[src/verilog/cache_pkg.sv]
package cache_pkg;

    // address and data widths
    localparam int ADDR_W = 32;
    localparam int WORD_W = 32;

    // address split, byte offset at the bottom
    localparam int OFFSET_W = 2;
    localparam int SET_W    = 3;
    localparam int TAG_W    = ADDR_W - SET_W - OFFSET_W;

    // one entry per set index value
    localparam int NUM_SETS = 1 << SET_W;

    // byte address as seen on the port
    typedef logic [ADDR_W-1:0] addr_t;

    // one stored data word
    typedef logic [WORD_W-1:0] word_t;

    // upper address bits kept beside each word
    typedef logic [TAG_W-1:0] tag_t;

    // selects one of NUM_SETS entries in every way
    typedef logic [SET_W-1:0] set_t;

    // lookup result of one way for the addressed set
    // hit is only ever high together with valid
    typedef struct packed {
        logic  hit;
        logic  valid;
        word_t data;
    } way_result_t;

endpackage

[src/verilog/cache_replace.sv]
`timescale 1ns/1ps

module cache_replace (
    input  logic                   clk_i,
    input  logic                   rst_n_i,
    input  cache_pkg::set_t        set_i,
    input  logic                   req_i,
    input  logic                   wr_i,
    input  cache_pkg::way_result_t way0_i,
    input  cache_pkg::way_result_t way1_i,
    output logic                   we0_o,
    output logic                   we1_o,
    output logic                   hit_o,
    output cache_pkg::word_t       rd_data_o
);

    // one bit per set, names the way to evict next
    logic [cache_pkg::NUM_SETS-1:0] lru_q;

    logic any_hit;
    logic hit_way;
    logic cur_lru;
    logic victim;
    logic wr_hit;
    logic wr_miss;
    logic lru_upd;
    logic lru_new;

    // a tag lives in at most one way, so the hits never overlap
    assign any_hit = way0_i.hit | way1_i.hit;
    assign hit_way = way1_i.hit;

    assign hit_o = any_hit;

    // read data is zero on a miss
    always_comb begin
        if (way0_i.hit) begin
            rd_data_o = way0_i.data;
        end else if (way1_i.hit) begin
            rd_data_o = way1_i.data;
        end else begin
            rd_data_o = '0;
        end
    end

    assign cur_lru = lru_q[set_i];

    // fill empty ways first, way 0 before way 1
    always_comb begin
        if (!way0_i.valid) begin
            victim = 1'b0;
        end else if (!way1_i.valid) begin
            victim = 1'b1;
        end else begin
            victim = cur_lru;
        end
    end

    // request decode
    assign wr_hit  = req_i & wr_i & any_hit;
    assign wr_miss = req_i & wr_i & ~any_hit;

    // a write hit overwrites in place, a write miss fills the victim
    always_comb begin
        we0_o = 1'b0;
        we1_o = 1'b0;
        if (wr_hit) begin
            we0_o = ~hit_way;
            we1_o = hit_way;
        end else if (wr_miss) begin
            we0_o = ~victim;
            we1_o = victim;
        end
    end

    // read misses leave the LRU alone
    assign lru_upd = (req_i & any_hit) | wr_miss;

    // point away from the way just used
    assign lru_new = any_hit ? ~hit_way : ~victim;

    always_ff @(posedge clk_i) begin
        if (!rst_n_i) begin
            lru_q <= '0;
        end else if (lru_upd) begin
            lru_q[set_i] <= lru_new;
        end
    end

endmodule

[src/verilog/cache_top.sv]
`timescale 1ns/1ps

module cache_top (
    input  logic              clk_i,
    input  logic              rst_n_i,
    input  logic              req_i,
    input  logic              wr_i,
    input  cache_pkg::addr_t  addr_i,
    input  cache_pkg::word_t  wr_data_i,
    output logic              hit_o,
    output cache_pkg::word_t  rd_data_o
);

    // address fields, the byte offset is dropped
    cache_pkg::tag_t addr_tag;
    cache_pkg::set_t addr_set;

    assign addr_tag = addr_i[cache_pkg::ADDR_W-1 -: cache_pkg::TAG_W];
    assign addr_set = addr_i[cache_pkg::OFFSET_W +: cache_pkg::SET_W];

    // way results and write enables
    cache_pkg::way_result_t res0;
    cache_pkg::way_result_t res1;
    logic                   we0;
    logic                   we1;

    cache_way way0 (
        .clk_i     (clk_i),
        .rst_n_i   (rst_n_i),
        .set_i     (addr_set),
        .tag_i     (addr_tag),
        .we_i      (we0),
        .wr_data_i (wr_data_i),
        .res_o     (res0)
    );

    cache_way way1 (
        .clk_i     (clk_i),
        .rst_n_i   (rst_n_i),
        .set_i     (addr_set),
        .tag_i     (addr_tag),
        .we_i      (we1),
        .wr_data_i (wr_data_i),
        .res_o     (res1)
    );

    // merge, victim choice and LRU state
    cache_replace u_replace (
        .clk_i     (clk_i),
        .rst_n_i   (rst_n_i),
        .set_i     (addr_set),
        .req_i     (req_i),
        .wr_i      (wr_i),
        .way0_i    (res0),
        .way1_i    (res1),
        .we0_o     (we0),
        .we1_o     (we1),
        .hit_o     (hit_o),
        .rd_data_o (rd_data_o)
    );

endmodule

[src/verilog/cache_way.sv]
`timescale 1ns/1ps

module cache_way (
    input  logic                   clk_i,
    input  logic                   rst_n_i,
    input  cache_pkg::set_t        set_i,
    input  cache_pkg::tag_t        tag_i,
    input  logic                   we_i,
    input  cache_pkg::word_t       wr_data_i,
    output cache_pkg::way_result_t res_o
);

    // per-set storage
    logic [cache_pkg::NUM_SETS-1:0] valid_q;
    cache_pkg::tag_t                tag_q  [cache_pkg::NUM_SETS];
    cache_pkg::word_t               data_q [cache_pkg::NUM_SETS];

    // entry selected by the current address
    logic             cur_valid;
    cache_pkg::tag_t  cur_tag;
    cache_pkg::word_t cur_data;
    logic             tag_match;

    assign cur_valid = valid_q[set_i];
    assign cur_tag   = tag_q[set_i];
    assign cur_data  = data_q[set_i];

    // compare against the stored tag, no clock involved
    assign tag_match = (cur_tag == tag_i);

    always_comb begin
        res_o       = '0;
        res_o.valid = cur_valid;
        // an invalid entry never hits, whatever its tag holds
        res_o.hit   = cur_valid & tag_match;
        res_o.data  = cur_data;
    end

    // valid bits, cleared by reset
    always_ff @(posedge clk_i) begin
        if (!rst_n_i) begin
            valid_q <= '0;
        end else if (we_i) begin
            valid_q[set_i] <= 1'b1;
        end
    end

    // tag and word written together
    always_ff @(posedge clk_i) begin
        if (we_i) begin
            tag_q[set_i]  <= tag_i;
            data_q[set_i] <= wr_data_i;
        end
    end

endmodule
[config.mk]
export PLATFORM = sky130hd
export DESIGN_NAME = cache_top
export DESIGN_NICKNAME = d
export VERILOG_FILES = /design/src/verilog/cache_pkg.sv /design/src/verilog/cache_replace.sv /design/src/verilog/cache_top.sv /design/src/verilog/cache_way.sv
export SDC_FILE = /design/constraint.sdc
export NUM_CORES = 1
export LEC_CHECK = 0
export BUFFER_PORTS_ARGS = -buffer_cell sky130_fd_sc_hd__buf_2
export CAP_MARGIN = 0
export CORE_UTILIZATION = 35
export CTS_CLUSTER_SIZE = 40
export DETAILED_ROUTE_END_ITERATION = 6
export SYNTH_ARGS = -nofsm -noshare
export SYNTH_HDL_FRONTEND = slang
export SYNTH_SLANG_ARGS = --single-unit
[constraint.sdc]
create_clock -name clk_i -period 10.55 [get_ports clk_i]
set_input_delay 0.5275 -clock clk_i [delete_from_list [all_inputs] [get_ports clk_i]]
set_output_delay 0.5275 -clock clk_i [all_outputs]
set_load 0.01 [all_outputs]
* Yosys cells after proc, flatten, opt, wreduce, memory -nomap -nowiden
Memory sizes are Yosys's and may differ from the RTL's. Index checks and enable logic that the tools add are counted.
Cells by class: $lt $le $gt $ge 2, equal/unequal tests 2, mux-type cells 22, bitwise operators 13, reduce and logical (&&, ||, !) cells 1
Operators with widths (number):
- $mux W32 | 2
- $eq A27 B27 Y1 | 2
- $or A8 B8 Y8 | 2
- $mux W1 | 15
- $bmux W1 S3 | 3
- $bwmux W8 | 1
- $and A1 B1 Y1 | 6
- $lt A3 B4 Y1 const B | 1
- $demux W1 S3 | 1
- $ge A3 B1 Y1 const B | 1
- $not A1 Y1 | 3
- $or A1 B1 Y1 | 2
- $logic_and A1 B1 Y1 | 1
Storage, ports and cells: register bits after elaboration 24, bits in writable memories 944, bits of input ports 68, output and inout port bits 33, word-level logic and storage cells 47, memories 4
Memories:
- way0.data_q | words 8, bits a word 32, read ports 1, clocked after memory_dff 0, write ports 1, RTL line cache_way.sv:16 | cache_pkg::word_t data_q [cache_pkg::NUM_SETS];
- way1.data_q | words 8, bits a word 32, read ports 1, clocked after memory_dff 0, write ports 1, RTL line cache_way.sv:16
- way0.tag_q | words 8, bits a word 27, read ports 1, clocked after memory_dff 0, write ports 1, RTL line cache_way.sv:15 | cache_pkg::tag_t tag_q [cache_pkg::NUM_SETS];
- way1.tag_q | words 8, bits a word 27, read ports 1, clocked after memory_dff 0, write ports 1, RTL line cache_way.sv:15

* Depth between registers and ports, before layout
Gate-level depths: netlist (run 1).
depth in word-level cells 10, depth in mapped cells 13, gate-level depth less buffers 8

* Hierarchy
From an unflattened synthesis (run 1), not the netlist that was laid out.
Second synthesis, totals: cell total of the unflattened synthesis 2174, area total of the unflattened synthesis 38374.3 um^2
Modules (own cells, without submodules):
- cache_way | instances 2, cells each 1038, area each 18790.5 um^2, sequential area each 14333.7 um^2
- cache_replace | instances 1, cells each 98, area each 793.3 um^2, sequential area each 160.2 um^2

* Worst setup path after synthesis (run 1)
Ideal clock, no wire load.
kind in2reg, from input addr_i[2], to memory way1.data_q[0][0] in the netlist's numbering (enable), setup time 0.548 ns, data arrival time 6.595 ns, data required time 10.002 ns, path slack 3.406 ns, cell stages on the path 11, path buffers 3, cell sequence buf_4 -> buf_2 -> mux2_1 -> a221o_1 -> a22oi_1 -> xor2_1 -> nand4_1 -> nor4_4 -> a21oi_2 -> buf_2 -> nor3_1
On the way: longest elaborated chain between the ends 10, elaborated cells between the ends (all ways) 22, classes of those cells 2 x eq/ne; 12 x mux; 6 x bitwise; 2 x memory
Ends and longest elaborated chain:
- from (decl) | RTL line cache_top.sv:8 | input cache_pkg::addr_t addr_i,
- $mem_v2 Z8 W27 or $bmux W1 S3 (tied branches)
- $eq A27 B27 Y1 or $mux W1 (tied branches) | RTL line cache_way.sv:29, cache_way.sv:24
- $and A1 B1 Y1 | RTL line cache_way.sv:35 | res_o.hit = cur_valid & tag_match;
- $or A1 B1 Y1 | RTL line cache_replace.sv:30 | assign any_hit = way0_i.hit | way1_i.hit;
- $not A1 Y1 | RTL line cache_replace.sv:61 | assign wr_miss = req_i & wr_i & ~any_hit;
- $and A1 B1 Y1 | RTL line cache_replace.sv:61
- $mux W1 | RTL line cache_replace.sv:70 | end else if (wr_miss) begin
- $mux W1 | RTL line cache_replace.sv:67 | if (wr_hit) begin
- $mux W1 | RTL line cache_way.sv:50 | if (we_i) begin
- $mux W1 (not written as such) | RTL line cache_way.sv:52 | data_q[set_i] <= wr_data_i;
- to (decl) | RTL line cache_way.sv:16
Several ways; a longest one is shown, not always the timed one. The select of a mux whose other input is x is not followed.

* Worst setup path after layout (run 1)
from input addr_i[3], to memory way1.tag_q[3][13] in the netlist's numbering (enable)
On the way: longest elaborated chain between the ends 10, elaborated cells between the ends (all ways) 22, classes of those cells 2 x eq/ne; 12 x mux; 6 x bitwise; 2 x memory
Ends and longest elaborated chain:
- $mem_v2 Z8 W27 or $bmux W1 S3 (tied branches)
- $eq A27 B27 Y1 or $mux W1 (tied branches) | RTL line cache_way.sv:29, cache_way.sv:24
- $and A1 B1 Y1 | RTL line cache_way.sv:35
- $or A1 B1 Y1 | RTL line cache_replace.sv:30
- $not A1 Y1 | RTL line cache_replace.sv:61
- $and A1 B1 Y1 | RTL line cache_replace.sv:61
- $mux W1 | RTL line cache_replace.sv:70
- $mux W1 | RTL line cache_replace.sv:67
- $mux W1 | RTL line cache_way.sv:50
- $mux W1 (not written as such) | RTL line cache_way.sv:51 | tag_q[set_i] <= tag_i;
- to (decl) | RTL line cache_way.sv:15
Several ways; a longest one is shown, not always the timed one. The select of a mux whose other input is x is not followed.

==> key figures, run 1 <==
Timing
  • Fin Setup TNS: 0 ps
  • Max_slew headroom: 0.231
  • Minimum clock period: ~6500 ps
  • Skew final: 23.0 ps
  • Unrepaired setup endpoints after global routing: false
  • Hold_ws: roughly 240 ps
  • Max-slew violation count: 0
  • Tcrit/Tclk final: 0.612
  • Worst-Margin Slew: 1150 ps
  • Max Clock Freq: 0.155 GHz
  • Endpoints failing hold: 0
  • Setup-failing EPs final: 0

Synthesis
  • Register area share after synthesis: 0.767
  • Leading area contributor after synthesis: edfxtp_1
  • Count leader, synth: edfxtp_1
  • Leading register cell type out of synthesis: edfxtp_1
  • Adder-Cell Fraction of Synth Area: 0
  • Post-synth ARST share: 0
  • Top-area cell type share of the netlist area: 0.754
  • Post-synth EDFFs: 944
  • Post-synthesis mux area share: 0.0895
  • Commonest cells post-synth: edfxtp_1 (944), mux2i_1 (236), a22oi_1 (142), a21oi_1 (78), o22ai_1 (78)
  • Ys Warns: 0
  • Simple-Gate Fraction of Synth Area: 0.0315
  • Xor and xnor area share after synthesis: 0.00210
  • Synth Area in Compound Gates: 0.0931
  • Total nets after synthesis: 2205
  • Distinct cell type count after synthesis: 55
  • Mapped Area: 37600 um^2
  • Synthesis-stage register bit count: 968
  • Ranking of synthesized cells by area: edfxtp_1 (75%), mux2i_1 (6.3%), a22oi_1 (2.8%)
  • Mapped Avg Cell Area: 17.6 um^2
  • Cell count after synthesis: 2137
  • Largest family of logic cells by synthesized area: compound AO/OA/AOI/OAI gates

Worst setup path
  • Critical path type: in -> reg
  • Max incr delay on CP: 920 ps
  • Required time worst endpoint: 10820 ps
  • R2R setup slack: around 5400 ps
  • Critical Path, Cell by Cell: buf_4 -> and2_2 -> buf_4 -> a22oi_1 -> and3_1 -> o22ai_1 -> nor4_1 -> buf_4 -> nand4_4 -> buf_4 -> a21oi_2 -> buf_4 -> nor3_2 -> buf_4
  • Endpoint type of the worst setup path: flop
  • Worst Path Buf+Inv: 6
  • Crit path max-delay cell type: buf_4
  • Critical Path Source Type: input pin
  • Worst path most repeated cell: buf_4
  • Crit-path max FO: 64
  • CP arrival: 6730 ps
  • Top delay family on crit path: buffers and inverters

Clock network
  • Post-CTS resize count: 0
  • Max H-tree Level: 3
  • CTS tree: done
  • Post-CTS Setup Inserts: 0
  • Clk pin slew, worst setup/hold paths: around 60 ps
  • Num CTS Buffers: 94
  • Post-CTS Hold Buffers: 0
  • Clk Latency, worst-skew pair: 670 ps
  • CTS Sinks: 968
  • Clock buffer depth: 3
  • CTS Root Cell: clkbuf_16

Global routing
  • First-pass GRT wire length: 138000 um
  • GR Overflow Total: 0
  • Initial antenna violation count: 14
  • Number of global-route vias before repair: 20600
  • Total track usage: 0.173
  • Largest net degree at the start of global routing: 87

Cells and area
  • Antenna Cells: 0
  • Area growth syn-to-layout: 13.7%
  • Layout cells sized above 1: 0.167
  • NumNets Final: 2314

Run status
  • Failing checks: DRC
  • Result of the run: finished with violations

Floorplanning
  • IO Pins: 101
  • Rows: 119
  • Die area: 109000 um^2
  • Die X-Extent: around 330 um
  • Core area: 106000 um^2
  • Starting density of the core: 0.355
  • Die Ht: 330 um

Detailed routing
  • Vias per inst: 5.54
  • Drt drc: 1
  • Initial DRC count: 2162
  • DRT Pass-1 Iters: 7
  • Routed len/inst: 25.8 um
  • Final wirelength: between 90000 and 100000 um
  • Routed Antenna Nets: 0
  • Vias post-DR: around 20000

Power and ir drop
  • Max IR drop VDD: 0.157 mV
  • Net Switching: 1660 uW
  • PD cells: 185 nW/um^2
  • Static leakage: 0.0141 uW
  • Switching share of power: 0.209
  • Clock power frac: 0.419
  • Comb power frac: 0.045
  • Flop pwr share: 0.536
  • Cell-internal power: 6270 uW

Placement
  • Dpl hpwl: about 50000 um
  • GP Congestion: 0.762
  • PortBufs: between 90 and 100

Worst hold path
  • Hold Crit Class: in -> reg

Run
  • Max cap viols: 0
routing by layer:
| layer | global-route usage | wire length, um | vias to the layer above |
|---|---|---|---|
| met5 | 0 | 122 | - |
| met4 | 0.0491 | 2500 | 18 |
| met3 | 0.0330 | 6370 | 199 |
| met2 | 0.287 | 46400 | 750 |
| met1 | 0.231 | 40400 | 10600 |
| li1 | - | - | 9001 |
worst paths after layout:
kind	startpoint	cells past startpoint	endpoint
setup / recovery	addr_i[3]	14	way1.tag_q[3][13]$_DFFE_PP_
hold / removal	wr_data_i[14]	1	way1.data_q[2][14]$_DFFE_PP_
setup reg to reg	way0.tag_q[5][10]$_DFFE_PP_	12	way1.tag_q[3][13]$_DFFE_PP_
hold reg to reg	way1.valid_q[6]$_SDFFE_PN0P_	2	way1.valid_q[6]$_SDFFE_PN0P_
state kept, by name (all words and copies together) (netlist names):
register / count
u_replace.lru_q: 8
way0.data_q: 256
way0.tag_q: 216
way0.valid_q: 8
way1.data_q: 256
way1.tag_q: 216
way1.valid_q: 8
kinds of logic after synthesis:
kind of cell    Yosys count
xor+xnor                  9
compound gates          493
mux                     303
flops                   968
buf+inv                 136
simple gates            228
stage by stage:
step | instance area (um^2) | std cells | utilization | setup WS, ps | total power, uW
6_report | 42800 | 3712 | 0.404 | 4090 | 7930
3_5_place_dp | 39700 | 3541 | 0.375 | 3410 | 4690
3_3_place_gp | 39700 | 3541 | 0.375 | 3430 | 4680
4_1_cts | 42800 | 3712 | 0.404 | 4100 | 7990
5_1_grt | 42800 | 3712 | 0.404 | 3890 | 8150
2_1_floorplan | 37600 | 2137 | - | 3410 | 4550
power groups by stage:
stage | Sequential [uW] | Combinational, uW | Clock [uW]
4_1_cts | 4250 | 360 | 3380
3_5_place_dp | 4330 | 359 | 0
6_report | 4250 | 359 | 3320
3_3_place_gp | 4330 | 350 | 0
5_1_grt | 4250 | 387 | 3520
2_1_floorplan | 4330 | 214 | 0
area by class of cell:
type	count	area (um^2)
clock buffers	126	2570
clock inverters	45	479
fillers	9425	63100
inverters	3	11.3
multi-input cells	1033	8260
flip-flops and latches	968	28800
well taps	1391	1740
repair buffers	146	878
layout by cell type (no fill, tap or decap), types with 12 or more instances in the layout:
master,instances
a21oi_1,78
a221oi_1,24
a22o_1,20
a22oi_1,142
and3_1,48
buf_2,95
buf_4,49
clkbuf_1,26
clkbuf_16,97
clkinv_1,12
clkinv_2,18
dfxtp_1,24
edfxtp_1,944
mux2_2,41
mux2i_1,236
mux4_2,22
nand2_1,43
nand3_1,14
nor2_1,47
o21ai_0,47
o22a_1,25
o22ai_1,78
Power figures use the tool's default switching activity.
==> run 2, diff against run 1 <==
==> constraint.sdc (replaced) <==
create_clock -name clk_i -period 5.21 [get_ports clk_i]
set_input_delay 0.2605 -clock clk_i [delete_from_list [all_inputs] [get_ports clk_i]]
set_output_delay 0.2605 -clock clk_i [all_outputs]
set_load 0.01 [all_outputs]
==> run 2 against run 1 <==
The flow now finishes without violations. Clock skew up 24 ps. Setup slack got worse by 3200 ps. Critical path depth is 1 lower. Clock power is 100% higher. Register-to-register slack lost 3800 ps. Worst hold slack got worse by 200 ps. Via count grew 3.0%. Combinational power rose by 120%. Non-clock buffer count up 102. Final area up 3.1%. Global-route usage increased by 0.34 points. Power rose by 100%. Critical path type is now in -> out. Critical endpoint is now rd_data_o[6]. Highest routed layer unchanged.
==> key figures, run 2 (synthesized netlist as in run 1, its figures left out) <==
Run status
  • Result of the run: finished clean

Run
  • Max cap viols: 0 (unchanged)

Global routing
  • Total track usage: 0.176 (+0.00345)
  • GR Overflow Total: 0 (unchanged)
  • Largest net degree at the start of global routing: 68 (-22%)
  • Initial antenna violation count: 6 (-8)
  • First-pass GRT wire length: 141000 um (+2.7%)
  • Number of global-route vias before repair: 21200 (+3.2%)

Clock network
  • CTS Root Cell: clkbuf_16
  • CTS Sinks: 968 (unchanged)
  • Post-CTS Setup Inserts: 0 (unchanged)
  • Max H-tree Level: 3 (unchanged)
  • Post-CTS resize count: 0 (unchanged)
  • Clock buffer depth: 3 (unchanged)
  • Clk pin slew, worst setup/hold paths: 60 ps (about the same)
  • Num CTS Buffers: 94 (unchanged)
  • Clk Latency, worst-skew pair: 700 ps (+30 ps)
  • CTS tree: done

Power and ir drop
  • Max IR drop VDD: 0.300 mV (+91%)
  • Switching share of power: 0.216 (+0.00676)
  • PD cells: 368 nW/um^2 (+98%)
  • Static leakage: 0.0147 uW (+3.9%)
  • Net Switching: 3500 uW (+110%)
  • Clock power frac: 0.420 (about the same)
  • Flop pwr share: 0.531 (-0.005)
  • Comb power frac: 0.050 (+0.005)
  • Cell-internal power: 12700 uW (+100%)

Cells and area
  • Biggest regs: way0.data_q: 256 flops, way1.data_q: 256 flops
  • Design Area, Final: 44100 um^2 (+3.1%)
  • Commonest non-fill, non-tap cell in the layout: edfxtp_1
  • Fillers: 9291 (-1.4%)
  • Non-Filler Instances: 3825 (+3.0%)
  • Area growth syn-to-layout: 17.2%
  • Most frequent cells in the layout: edfxtp_1 (944), mux2i_1 (236), a22oi_1 (142)
  • Area of the multi-input gates: 8260 um^2 (about the same)
  • Sequential cell area: 28800 um^2 (unchanged)
  • NumNets Final: 2416 (+4.4%)
  • Layout cells sized above 1: 0.179 (+0.0115)

Worst hold path
  • Hold Crit Class: in -> reg

Worst setup path
  • Endpoint type of the worst setup path: primary output
  • Critical path type: in -> out
  • Crit-path max FO: 67 (+4.7%)
  • Required time worst endpoint: 4950 ps (-5870 ps)
  • Critical Path Source Type: input pin
  • CP arrival: 4100 ps (-2630 ps)

Timing
  • Max-slew violation count: 0 (unchanged)
  • Max Clock Freq: around 0.23 GHz
  • Hold_ws: 35.7 ps (-200 ps)
  • Unrepaired setup endpoints after global routing: false
  • Worst-Margin Slew: 1080 ps (-74.9 ps)
  • Worst setup margin: 848 ps (-3240 ps)
  • Minimum clock period: 4360 ps
  • Setup-failing EPs final: 0 (unchanged)
  • Skew final: 47.0 ps (+24.0 ps)
  • Tcrit/Tclk final: 0.837
  • Endpoints failing hold: 0 (unchanged)
  • Max_slew headroom: 0.281 (+0.0499)

Placement
  • PortBufs: 98 (unchanged)
  • Dpl cell area: 40300 um^2 (+1.6%)
  • Placed Instances: 3583 (+1.2%)
  • Dpl hpwl: 53000 um (+6.3%)
  • Place WS: 847 ps (-2570 ps)
  • GP Congestion: 0.761 (about the same)

Floorplanning
  • Die area: 109000 um^2 (unchanged)
  • IO Pins: 101 (unchanged)
  • Core area: 106000 um^2 (unchanged)
  • Die X-Extent: 330 um (unchanged)
  • Die Ht: 330 um (unchanged)
  • Starting density of the core: 0.355 (unchanged)
  • Rows: 119 (unchanged)

Detailed routing
  • Final wirelength: 97300 um (+1.7%)
  • Drt drc: 0 (-1)
  • Routed Antenna Nets: 0 (unchanged)
  • Vias post-DR: 21200 (+3.0%)
  • Routed len/inst: 25.4 um (-1.4%)
  • Initial DRC count: 2147 (-0.69%)
  • Vias per inst: 5.54 (about the same)
  • DRT Pass-1 Iters: 5 (-2)
-- run 2: cell count changes in the layout (fill, tap and decap cells not counted), moves of 4 or more --
cell and change:
dlygate4sd3_1 +60, buf_4 +17, clkinv_16 +6, clkinv_1 +10, diode_2 +5, clkbuf_1 -10, clkinv_2 +4, clkinvlp_4 +4
buf_12 +25
-- run 2: layer usage --
metal | up-vias | routed length, um | share of wire | global-route usage
met4 | 2 | 2350 | 0.024 | 0.0496
met1 | 11000 | 41300 | 0.42 | 0.239
met5 | - | 14 | 0.00014 | 0
met2 | 774 | 47500 | 0.49 | 0.294
li1 | 9214 | - | - | -
met3 | 161 | 6120 | 0.063 | 0.0279
-- run 2: what timing repair did --
| action | CTS | global route |
|---|---|---|
| hold buffers | 60 | 0 |
| endpoints found under the hold margin | 914 | 0 |
| endpoints found under the setup margin | 0 | 0 |
-- run 2: power groups by stage --
stage               sequential [uW]  combinational, uW  clock (uW)
finish                         8600                803        6800
floorplan                      8770                433           0
global route                   8600                865        7220
detailed placement             8770                761           0
global placement               8770                738           0
CTS                            8600                806        6920
-- run 2: area by class of cell --
type                       count  share of cell area
timing repair buffer         248              0.0478
inverter                       3            0.000255
tap                         1391              0.0395
multi-input combinational   1033               0.187
antenna                        5            0.000284
clock buffer                 111              0.0550
clock inverter                66              0.0159
sequential                   968               0.654
-- run 2: critical path, cell delays in order --
cell     delay, ps
buf_8          440
buf_12         350
buf_4          230
mux2i_1        190
a22oi_1        120
a21oi_1        180
o22ai_1        110
nor4_1         350
buf_4          200
nand4_4        150
buf_4          290
o21ai_0        840
buf_2          280
-- run 2: path summary, 6_finish.rpt --
check	depth (start not counted)	from	end	slack, ps
max	13	addr_i[2]	rd_data_o[6]	850
min reg2reg	2	way1.valid_q[4]$_SDFFE_PN0P_	way1.valid_q[4]$_SDFFE_PN0P_	460
max reg2reg	10	way1.tag_q[5][14]$_DFFE_PP_	way1.tag_q[3][12]$_DFFE_PP_	1540
min	1	addr_i[25]	way0.tag_q[4][20]$_DFFE_PP_	40
-- run 2: through the flow --
stage,util,total power (uW),TNS [ps]
6_report,0.416,16200,0
5_1_grt,0.416,16700,0
4_1_cts,0.416,16300,0
3_5_place_dp,0.381,9530,0
3_3_place_gp,0.381,9500,0
2_1_floorplan,-,9210,-786620
==> run 3, diff against run 2 <==
==> constraint.sdc (replaced) <==
create_clock -name clk_i -period 4.5 [get_ports clk_i]
set_input_delay 0.225 -clock clk_i [delete_from_list [all_inputs] [get_ports clk_i]]
set_output_delay 0.225 -clock clk_i [all_outputs]
set_load 0.01 [all_outputs]
==> run 3 against run 2 <==
Combinational power is 17% higher. Via count hardly changed. Sequential share of layout area is 0.17 points lower. Global-route usage is 0.15 points lower. Clock skew is 2.8 ps lower. Final area is 0.26% higher. Sequential power is 16% higher. Routed wire length is 0.92% lower. Setup slack worse by 520 ps. First-iteration DRC count is 17% lower. Utilization is 0.11 points higher. Register-to-register slack worse by 860 ps. Highest routed layer unchanged.
==> key figures, run 3 (synthesized netlist as in run 1, its figures left out) <==
Run status
  • Result of the run: finished clean

Worst setup path
  • Max incr delay on CP: 490 ps (-350 ps)
  • R2R cell count: 10 (unchanged)
  • Critical Path Start: way1.tag_q[4][14]$_DFFE_PP_
  • Worst path most repeated cell: nand4_1
  • CP Capture Point: rd_data_o[6]
  • Critical path type: reg -> out
  • R2R Path End: way1.tag_q[7][12]$_DFFE_PP_
  • Crit path max-delay cell type: buf_6
  • R2r startpoint: way1.tag_q[4][14]$_DFFE_PP_
  • R2R setup slack: 680 ps (-860 ps)
  • CP arrival: 3950 ps (-150 ps)
  • Critical Path, Cell by Cell: mux2_1 -> a221o_1 -> a22oi_1 -> xor2_1 -> nand4_1 -> nor4_4 -> buf_6 -> nand4_1 -> o21ai_0 -> buf_4 -> buf_2
  • Critical Path Source Type: flop
  • Endpoint type of the worst setup path: primary output
  • Required time worst endpoint: 4280 ps (-670 ps)
  • Crit-path max FO: 42 (-37%)

Clock network
  • Clk pin slew, worst setup/hold paths: 60 ps (about the same)
  • CTS Root Cell: clkbuf_16
  • CTS Sinks: 968 (unchanged)
  • Num CTS Buffers: 94 (unchanged)
  • Post-CTS Setup Inserts: 0 (unchanged)
  • CTS tree: done
  • Max H-tree Level: 3 (unchanged)
  • Clk Latency, worst-skew pair: 680 ps (-20 ps)
  • Clock buffer depth: 3 (unchanged)

Cells and area
  • Non-Filler Instances: 3837 (+0.31%)
  • Fin util: 0.418 (+0.00106)
  • Biggest regs: way0.data_q: 256 flops, way1.data_q: 256 flops
  • Commonest non-fill, non-tap cell in the layout: edfxtp_1
  • Area growth syn-to-layout: 17.5%
  • Layout cells sized above 1: 0.179 (+0.000467)
  • NumNets Final: 2438 (+0.91%)
  • Most frequent cells in the layout: edfxtp_1 (944), mux2i_1 (236), a22oi_1 (142)
  • Design Area, Final: 44200 um^2 (+0.26%)

Floorplanning
  • Die Ht: 330 um (unchanged)
  • IO Pins: 101 (unchanged)
  • Starting density of the core: 0.355 (unchanged)
  • Rows: 119 (unchanged)
  • Die X-Extent: 330 um (unchanged)
  • Die area: 109000 um^2 (unchanged)
  • Core area: 106000 um^2 (unchanged)

Global routing
  • First-pass GRT wire length: 140000 um (-1.1%)
  • GR Overflow Total: 0 (unchanged)
  • Initial antenna violation count: 9 (+3)
  • Largest net degree at the start of global routing: 52 (-24%)
  • Total track usage: 0.175 (-0.00153)
  • Number of global-route vias before repair: 21100 (-0.72%)

Detailed routing
  • Final wirelength: 96400 um (-0.92%)
  • Vias per inst: 5.52 (-0.30%)
  • DRT Pass-1 Iters: 5 (unchanged)
  • Vias post-DR: 21200 (+0.0094%)
  • Routed len/inst: 25.1 um (-1.2%)
  • Initial DRC count: 1790 (-17%)
  • Routed Antenna Nets: 0 (unchanged)
  • Drt drc: 0 (unchanged)

Power and ir drop
  • Static leakage: 0.0148 uW (+0.83%)
  • PD cells: 413 nW/um^2 (+12%)
  • Max IR drop VDD: 0.334 mV (+11%)
  • Pwr Total: 18300 uW (+13%)

Placement
  • Dpl hpwl: 53600 um (+1.1%)
  • Place WS: 376 ps (-471 ps)
  • PortBufs: 98 (unchanged)
  • Dpl cell area: 40700 um^2 (+0.91%)
  • GP Congestion: 0.749 (-1.6%)
  • Placed Instances: 3604 (+0.59%)

Timing
  • Setup-failing EPs final: 0 (unchanged)
  • Tcrit/Tclk final: 0.927
  • Max-slew violation count: 0 (unchanged)
  • Endpoints failing hold: 0 (unchanged)
  • Minimum clock period: 4170 ps
  • Worst setup margin: 328 ps (-521 ps)
  • Max Clock Freq: 0.240 GHz
  • Worst-Margin Slew: 1070 ps (-5.92 ps)
  • Unrepaired setup endpoints after global routing: false
  • Skew final: 44.3 ps (-2.77 ps)
  • Max_slew headroom: 0.285 (+0.00395)

Worst hold path
  • Hold Crit Class: in -> reg

Run
  • Max cap viols: 0 (unchanged)
## run 3: changes by cell type in the layout (fill, tap and decap cells not counted), sizes merged
cell,previous run,this run
buf,188,209
clkbuf,111,123
clkinv,52,41
bufinv,9,3
diode,5,1
clkinvlp,5,2
inv,3,5
dlygate4sd3,60,61
## run 3: stage by stage
stage	hold slack (ps)	setup TNS [ps]
after global routing	359	0
after detailed placement	445	0
final	362	0
after CTS	324	0
after floorplan	324	-262830
after global placement	433	0
## run 3: worst min-delay path by stage
| stage | from | to | slack, ps | cells past startpoint |
|---|---|---|---|---|
| floorplan | wr_data_i[0] | way0.data_q[0][0]$_DFFE_PP_ | 320 | 0 |
| global placement | way1.valid_q[0]$_SDFFE_PN0P_ | way1.valid_q[0]$_SDFFE_PN0P_ | 430 | 2 |
| detailed placement | way1.valid_q[2]$_SDFFE_PN0P_ | way1.valid_q[2]$_SDFFE_PN0P_ | 450 | 2 |
| CTS | wr_i | u_replace.lru_q[5]$_SDFFE_PN0P_ | 320 | 4 |
| global route | wr_i | u_replace.lru_q[6]$_SDFFE_PN0P_ | 360 | 4 |
| finish | wr_i | u_replace.lru_q[5]$_SDFFE_PN0P_ | 360 | 4 |
## run 3: timing repair
item / 4_1_cts / 5_1_grt
setup endpoints to repair: 0 / 1
hold buffers: 61 / 0
endpoints found under the hold margin: 953 / 0
gates resized for setup: 0 / 1
## run 3: where the power goes
group	switching (uW)	total [uW]	internal [uW]
registers	13.3	9960	9950
logic	599	940	341
clock network	3310	7370	4060
## run 3: final cells by class
cell class | count | area [um^2]
sequential | 968 | 28800
timing repair buffer | 270 | 2440
clock inverter | 48 | 409
multi-input combinational | 1033 | 8310
fill | 9297 | 61700
tap | 1391 | 1740
antenna | 1 | 2.50
inverter | 3 | 11.3
clock buffer | 123 | 2460
## run 3: critical path, delay by kind of cell (launching register included)
family,cells,cell delay (ps)
AND/OR/NAND/NOR,3,870
AO/OA/AOI/OAI,3,690
XOR/XNOR,1,200
multiplexers,1,280
flip-flops,1,370
buffers and inverters,3,820
## run 3: metal layers
metal	routed length, um	up-vias	global-route usage
met3	5670	142	0.0255
li1	-	9262	-
met4	1920	6	0.0472
met2	46700	735	0.289
met1	42100	11000	0.241
met5	32	-	0
